--- src/include/turret_defines.svh ---
`ifndef TURRET_DEFINES_SVH
`define TURRET_DEFINES_SVH

// Angle word and stack geometry
`define TURRET_POS_WIDTH 11
`define TURRET_STACK_DEPTH 8

// All ones marks a slot with no target
`define TURRET_EMPTY_TARGET {`TURRET_POS_WIDTH{1'b1}}

// Sweep limits in half steps
`define TURRET_MAX_ROT 2000
`define TURRET_MIN_ROT 10

// Default timing for a 50 MHz clock
`define TURRET_STEP_DIVIDER 50000
`define TURRET_FIRE_CYCLES 25000000

`endif

--- src/hw/stepper_pkg.sv ---
`default_nettype none

package stepper_pkg;

    // Index into the eight half-step coil patterns
    typedef logic [2:0] phase_t;

    // One bit per motor coil
    typedef logic [3:0] coil_t;

    // Half-step sequence, one or two coils energized at a time
    parameter coil_t COIL_TABLE [0:7] = '{
        4'b1000,
        4'b1100,
        4'b0100,
        4'b0110,
        4'b0010,
        4'b0011,
        4'b0001,
        4'b1001
    };

endpackage

`default_nettype wire

--- src/hw/turret_pkg.sv ---
`default_nettype none

`include "turret_defines.svh"

package turret_pkg;

    // One turret angle in half steps
    typedef logic [`TURRET_POS_WIDTH-1:0] position_t;

    typedef enum logic [2:0] {
        IDLE,
        SCAN,
        POP,
        FIRE,
        RETURN
    } turret_state_t;

endpackage

`default_nettype wire

--- src/hw/target_stack_if.sv ---
`timescale 1ns/1ps
`default_nettype none

interface target_stack_if;

    // Strobes from the controller
    logic push;
    logic pop;

    // Held for the whole return sweep
    logic clear;

    // Angle written on a push, wired from the top-level target port
    turret_pkg::position_t push_value;

    // Nearest pending target
    turret_pkg::position_t top;

    modport controller (
        output push,
        output pop,
        output clear,
        input  top
    );

    modport stack (
        input  push,
        input  pop,
        input  clear,
        input  push_value,
        output top
    );

endinterface

`default_nettype wire

--- src/hw/stepper_drive.sv ---
`timescale 1ns/1ps
`default_nettype none

`include "turret_defines.svh"

module stepper_drive #(
    parameter int STEP_DIVIDER = `TURRET_STEP_DIVIDER
) (
    input  logic                  clock,
    input  logic                  reset,
    input  logic                  move,
    input  logic                  direction,
    output turret_pkg::position_t position,
    output stepper_pkg::coil_t    coils
);

    localparam int DIV_WIDTH = $clog2(STEP_DIVIDER + 1);

    logic [DIV_WIDTH-1:0] divider;
    logic                 step_due;
    stepper_pkg::phase_t  phase;

    assign step_due = (divider >= DIV_WIDTH'(STEP_DIVIDER));

    // Divider holds at the limit until the motor is allowed to move
    always_ff @(posedge clock)
    begin
        if (reset)
        begin
            divider  <= '0;
            position <= '0;
        end
        else if (step_due && move)
        begin
            divider <= '0;
            if (direction)
                position <= position + 1'b1;
            else
                position <= position - 1'b1;
        end
        else if (!step_due)
        begin
            divider <= divider + 1'b1;
        end
    end

    // Phase follows the position, so it never drifts from it
    assign phase = position[2:0];
    assign coils = stepper_pkg::COIL_TABLE[phase];

endmodule

`default_nettype wire

--- src/hw/target_stack.sv ---
`timescale 1ns/1ps
`default_nettype none

`include "turret_defines.svh"

module target_stack (
    input  logic           clock,
    input  logic           reset,
    target_stack_if.stack  stack
);

    turret_pkg::position_t entries [`TURRET_STACK_DEPTH];

    always_ff @(posedge clock)
    begin
        if (reset || stack.clear)
        begin
            for (int i = 0; i < `TURRET_STACK_DEPTH; i++)
                entries[i] <= `TURRET_EMPTY_TARGET;
        end
        else if (stack.pop)
        begin
            // Shift up, empty mark enters at the bottom
            for (int i = 0; i < `TURRET_STACK_DEPTH - 1; i++)
                entries[i] <= entries[i + 1];
            entries[`TURRET_STACK_DEPTH - 1] <= `TURRET_EMPTY_TARGET;
        end
        else if (stack.push)
        begin
            // Shift down, oldest entry falls off the bottom
            entries[0] <= stack.push_value;
            for (int i = 1; i < `TURRET_STACK_DEPTH; i++)
                entries[i] <= entries[i - 1];
        end
    end

    assign stack.top = entries[0];

endmodule

`default_nettype wire

--- src/hw/turret_control.sv ---
`timescale 1ns/1ps
`default_nettype none

`include "turret_defines.svh"

module turret_control #(
    parameter int FIRE_CYCLES = `TURRET_FIRE_CYCLES
) (
    input  logic                      clock,
    input  logic                      reset,
    input  logic                      arm,
    input  logic                      load,
    input  turret_pkg::position_t     position,
    output logic                      move,
    output logic                      direction,
    output logic                      fire,
    output logic                      idle,
    target_stack_if.controller        stack
);

    localparam int TIMER_WIDTH = $clog2(FIRE_CYCLES + 1);

    turret_pkg::turret_state_t state;
    turret_pkg::turret_state_t state_next;
    logic [TIMER_WIDTH-1:0]    fire_timer;
    logic                      fire_done;

    // Last cycle of the fire pulse
    assign fire_done = (fire_timer == TIMER_WIDTH'(FIRE_CYCLES - 1));

    always_comb
    begin
        state_next = state;
        case (state)
            turret_pkg::IDLE:
            begin
                if (arm)
                    state_next = turret_pkg::SCAN;
            end
            turret_pkg::SCAN:
            begin
                if (position >= `TURRET_POS_WIDTH'(`TURRET_MAX_ROT))
                    state_next = turret_pkg::RETURN;
                else if (stack.top < position)
                    state_next = turret_pkg::POP;
            end
            turret_pkg::POP:
            begin
                state_next = turret_pkg::FIRE;
            end
            turret_pkg::FIRE:
            begin
                if (fire_done)
                    state_next = turret_pkg::SCAN;
            end
            turret_pkg::RETURN:
            begin
                if (position < `TURRET_POS_WIDTH'(`TURRET_MIN_ROT))
                    state_next = turret_pkg::IDLE;
            end
            default:
            begin
                state_next = turret_pkg::IDLE;
            end
        endcase
    end

    always_ff @(posedge clock)
    begin
        if (reset)
            state <= turret_pkg::IDLE;
        else
            state <= state_next;
    end

    // Fire timer runs only while firing
    always_ff @(posedge clock)
    begin
        if (reset || state != turret_pkg::FIRE)
            fire_timer <= '0;
        else
            fire_timer <= fire_timer + 1'b1;
    end

    // No step beyond the sweep end while the turn back is pending
    assign move      = ((state == turret_pkg::SCAN)
                        && (position < `TURRET_POS_WIDTH'(`TURRET_MAX_ROT)))
                       || (state == turret_pkg::RETURN);
    assign direction = (state != turret_pkg::RETURN);
    assign fire      = (state == turret_pkg::FIRE);
    assign idle      = (state == turret_pkg::IDLE);

    // Targets can only be loaded while parked
    assign stack.push  = load && (state == turret_pkg::IDLE);
    assign stack.pop   = (state == turret_pkg::POP);
    assign stack.clear = (state == turret_pkg::RETURN);

endmodule

`default_nettype wire

--- src/hw/turret_top.sv ---
`timescale 1ns/1ps
`default_nettype none

`include "turret_defines.svh"

module turret_top #(
    parameter int STEP_DIVIDER = `TURRET_STEP_DIVIDER,
    parameter int FIRE_CYCLES  = `TURRET_FIRE_CYCLES
) (
    input  logic                  clock,
    input  logic                  reset,
    input  logic                  arm,
    input  logic                  load,
    input  turret_pkg::position_t target,
    output stepper_pkg::coil_t    coils,
    output logic                  fire,
    output turret_pkg::position_t position,
    output logic                  idle
);

    logic move;
    logic direction;

    target_stack_if stack_bus ();

    assign stack_bus.push_value = target;

    target_stack stack_i (
        .clock (clock),
        .reset (reset),
        .stack (stack_bus.stack)
    );

    stepper_drive #(
        .STEP_DIVIDER (STEP_DIVIDER)
    ) stepper_i (
        .clock     (clock),
        .reset     (reset),
        .move      (move),
        .direction (direction),
        .position  (position),
        .coils     (coils)
    );

    turret_control #(
        .FIRE_CYCLES (FIRE_CYCLES)
    ) control_i (
        .clock     (clock),
        .reset     (reset),
        .arm       (arm),
        .load      (load),
        .position  (position),
        .move      (move),
        .direction (direction),
        .fire      (fire),
        .idle      (idle),
        .stack     (stack_bus.controller)
    );

endmodule

`default_nettype wire

--- config.mk ---
export PLATFORM = sky130hd
export DESIGN_NAME = turret_top
export DESIGN_NICKNAME = d
export VERILOG_FILES = /design/src/hw/stepper_pkg.sv /design/src/hw/turret_pkg.sv /design/src/hw/target_stack_if.sv /design/src/hw/stepper_drive.sv /design/src/hw/target_stack.sv /design/src/hw/turret_control.sv /design/src/hw/turret_top.sv
export VERILOG_INCLUDE_DIRS = /design/src /design/src/include
export SDC_FILE = /design/constraint.sdc
export NUM_CORES = 1
export LEC_CHECK = 0
export BUFFER_PORTS_ARGS = -buffer_cell sky130_fd_sc_hd__buf_2
export CAP_MARGIN = 20
export CORE_ASPECT_RATIO = 1.5
export CORE_UTILIZATION = 25
export CTS_BUF_LIST = sky130_fd_sc_hd__clkbuf_16
export CTS_CLUSTER_DIAMETER = 50
export DETAILED_ROUTE_END_ITERATION = 16
export GPL_TIMING_DRIVEN = 1
export SETUP_SLACK_MARGIN = 0.5
export SYNTH_ARGS = -nofsm -noshare
export SYNTH_HDL_FRONTEND = slang
export SYNTH_HIERARCHICAL = 1
export SYNTH_SLANG_ARGS = --single-unit
--- constraint.sdc ---
create_clock -name clock -period 7.75 [get_ports clock]
set_input_delay 0.775 -clock clock [delete_from_list [all_inputs] [get_ports clock]]
set_output_delay 0.775 -clock clock [all_outputs]
set_load 0.02 [all_outputs]
==> results.cfg <==
[finish]
post_route_cells_drive_above_1_share_pct = 10.8
post_layout_nonfiller_instances = 1162
syn_to_final_growth_pct = 13.1
num-nets-final = 792
antenna_cells = 0
layout_commonest_cell = sky130_fd_sc_hd__edfxtp_1
layout_common_cells = sky130_fd_sc_hd__edfxtp_1, sky130_fd_sc_hd__nor2b_1, sky130_fd_sc_hd__nor3b_1, sky130_fd_sc_hd__nor2_1, sky130_fd_sc_hd__o21ai_0
post-route-util_pct = 28.9

[global_route]
number_of_antenna_violations_at_the_first_check_in_global_routing = 0
vias_in_the_first_global_route = 5036
grt_max_degree = 82
grt_use_total_pct = 10.6
grt_overflow_total = 0
grt_pass1_wl_um = 26000

[cts]
worst_case_clock_buffer_depth = 2
cts_sinks = 143
cts_root_buf = sky130_fd_sc_hd__clkbuf_16
clk_latency_ps = 430
cts-htree-levels = 4
cts-hold-fix-buffers = 0
clkTransAtPathRegs_ps = 60
cts_inserted_buffers = 17
postCtsSetupBuffers = 0
cts_resized = 0
tritoncts = yes

[placed_design]
place_congestion = 0.755
dpl.hpwl_um = 10000
placement.io_buffers = 31
dp.cells = 1130
dpl_worst_slack_ps = 4650

[synth]
syn_nets = 795
number_of_synthesized_flops_with_an_enable_pin = 88
leading_area_contributor_after_synthesis = sky130_fd_sc_hd__edfxtp_1
ys_async_sr_fraction_pct = 0
syn_avg_cell_area_um2 = 10.1
number_of_standard_cells_after_synthesis = 757
ys.warnings.count = 6
ys_types = 57
syn-cell-area_um2 = 7620
yosys_most_used_dff = sky130_fd_sc_hd__edfxtp_1
synth_sequential_area_ratio_pct = 49.1
yosysTopAreaCellShare_pct = 34.7
ff_latch_count_synth = 143
synth_top_area_cells = sky130_fd_sc_hd__edfxtp_1, sky130_fd_sc_hd__dfxtp_1, sky130_fd_sc_hd__nor3b_1

[timing]
final_count_of_pins_violating_max_slew = 0
hold_violations = 0
grt_setup_unrepaired = false
hold_slack_ps = 435
worst_slew_margin_rel_pct = 40.8
final_period_util_pct = 37.0
finalWorstPathRequiredPeriod_ps = 2870
setup_total_negative_slack_ps = 0
layout_setup_ws_ps = 4880
tightestPinTransition_ps = 888
report.final.setup_viol = 0
fmax_mhz = 348
finalClockSkew_ps = 8.48

[floorplan]
die_area_um2 = 31200
initial_utilization_pct = 25.6
die_h_um = 216
num_io_pins = 32
core_region_area_um2 = 29800
row_count = 77
die_width_um = 145

[hold_path]
holdCritPathClass = flop to flop

[setup_path]
arrival_time_reported_for_the_critical_path_endpoint_ps = 3040
path_class = flop to flop
worstSetupEndpointType = flop
crit_required_ps = 7920
critical_path.max_fanout = 80
startpoint_type = flop

[pwr]
power.leakage_uw = 0.00255
worst_ir_drop_vdd_uv = 148
total_power_per_unit_cell_area_nw_per_um2 = 211

[drt]
postRouteAntennaNets = 0
routed_wl_um = 15600
detail_route.vias_per_cell = 4.55
route.detailed.drc = 0
avg_wl_per_cell_um = 13.4
routed-via-count = 5286
detail_route.iter0.violations = 336
drt_pass1_iterations = 5

[status]
run_status = complete, no violations

[job]
maxCapViolations = 0
[cell type report]
type / count / area (um2)
sequential: 143 / 3740
fill: 3062 / 21200
clock buffer: 17 / 425
inverter: 24 / 91.3
timing repair buffer: 36 / 193
multi-input combinational: 532 / 3480
clock inverter: 15 / 184
tap: 395 / 494
[final timing paths]
| kind | startpoint | endpoint | slack, ps | depth (start not counted) |
|---|---|---|---|---|
| max | control_i/state[1] | stack_i/entries[0][66] | 4880 | 6 |
| min | control_i/fire_timer[0] | control_i/fire_timer[0] | 440 | 1 |
| max reg2reg | control_i/state[1] | stack_i/entries[0][66] | 4880 | 6 |
| min reg2reg | control_i/fire_timer[0] | control_i/fire_timer[0] | 440 | 1 |
[worst max-delay path, stage by stage (launching register included)]
cell and delay [ps]:
sky130_fd_sc_hd__dfxtp_1 390, sky130_fd_sc_hd__inv_1 70, sky130_fd_sc_hd__or3_1 390, sky130_fd_sc_hd__clkinv_2 590, sky130_fd_sc_hd__buf_4 590, sky130_fd_sc_hd__and3b_1 240
sky130_fd_sc_hd__a211o_1 270
[stage by stage]
| step | total power, uW | cell area (um2) |
|---|---|---|
| floorplan | 956 | 7620 |
| global placement | 985 | 8010 |
| detailed placement | 986 | 8010 |
| CTS | 1840 | 8610 |
| global route | 1890 | 8610 |
| finish | 1820 | 8610 |
[cell usage after synthesis, types with 11 or more instances]
master / count
sky130_fd_sc_hd__o21ai_1: 20
sky130_fd_sc_hd__nand3_1: 16
sky130_fd_sc_hd__nand2_1: 28
sky130_fd_sc_hd__dfxtp_1: 55
sky130_fd_sc_hd__nor3b_1: 67
sky130_fd_sc_hd__a211o_1: 12
sky130_fd_sc_hd__nor2_1: 60
sky130_fd_sc_hd__xnor2_1: 20
sky130_fd_sc_hd__or3_1: 21
sky130_fd_sc_hd__buf_4: 16
sky130_fd_sc_hd__clkbuf_1: 30
sky130_fd_sc_hd__inv_1: 24
sky130_fd_sc_hd__o21ai_0: 58
sky130_fd_sc_hd__edfxtp_1: 88
sky130_fd_sc_hd__xor2_1: 20
sky130_fd_sc_hd__nor2b_1: 70
sky130_fd_sc_hd__and3b_1: 11
sky130_fd_sc_hd__a21oi_1: 22
sky130_fd_sc_hd__nor3_1: 11
sky130_fd_sc_hd__ha_1: 22
[per-layer routing]
metal / track usage, % / part of all wire (%)
met1: 13.4 / 46
met2: 17.0 / 49
met3: 2.62 / 2.6
met4: 4.11 / 1.9
met5: 0 / 0
[power breakdown]
group          switching [uW]  leakage [uW]  internal, uW  total, uW
Sequential               8.61       0.00110           829        838
Combinational            82.5       0.00115          47.5        130
Clock                     340      0.000291           511        850
Total                     431       0.00254          1390       1820
[cell families after synthesis]
group                    count (synthesis)  share of synthesized area (%)
buffers and inverters                   82                           5.27
AND/OR/NAND/NOR                        321                           25.3
multiplexers                             3                          0.525
flip-flops                             143                           49.1
XOR/XNOR                                40                           4.60
adder cells (fa/ha/maj)                 23                           3.88
AO/OA/AOI/OAI                          145                           11.3
[state kept, by name (all words and copies together), names as in the netlist]
name                  cells
stack_i/entries          88
control_i/fire_timer     25
stepper_i/divider        16
stepper_i/position       11
control_i/state           3
Power figures use the tool's default switching activity.
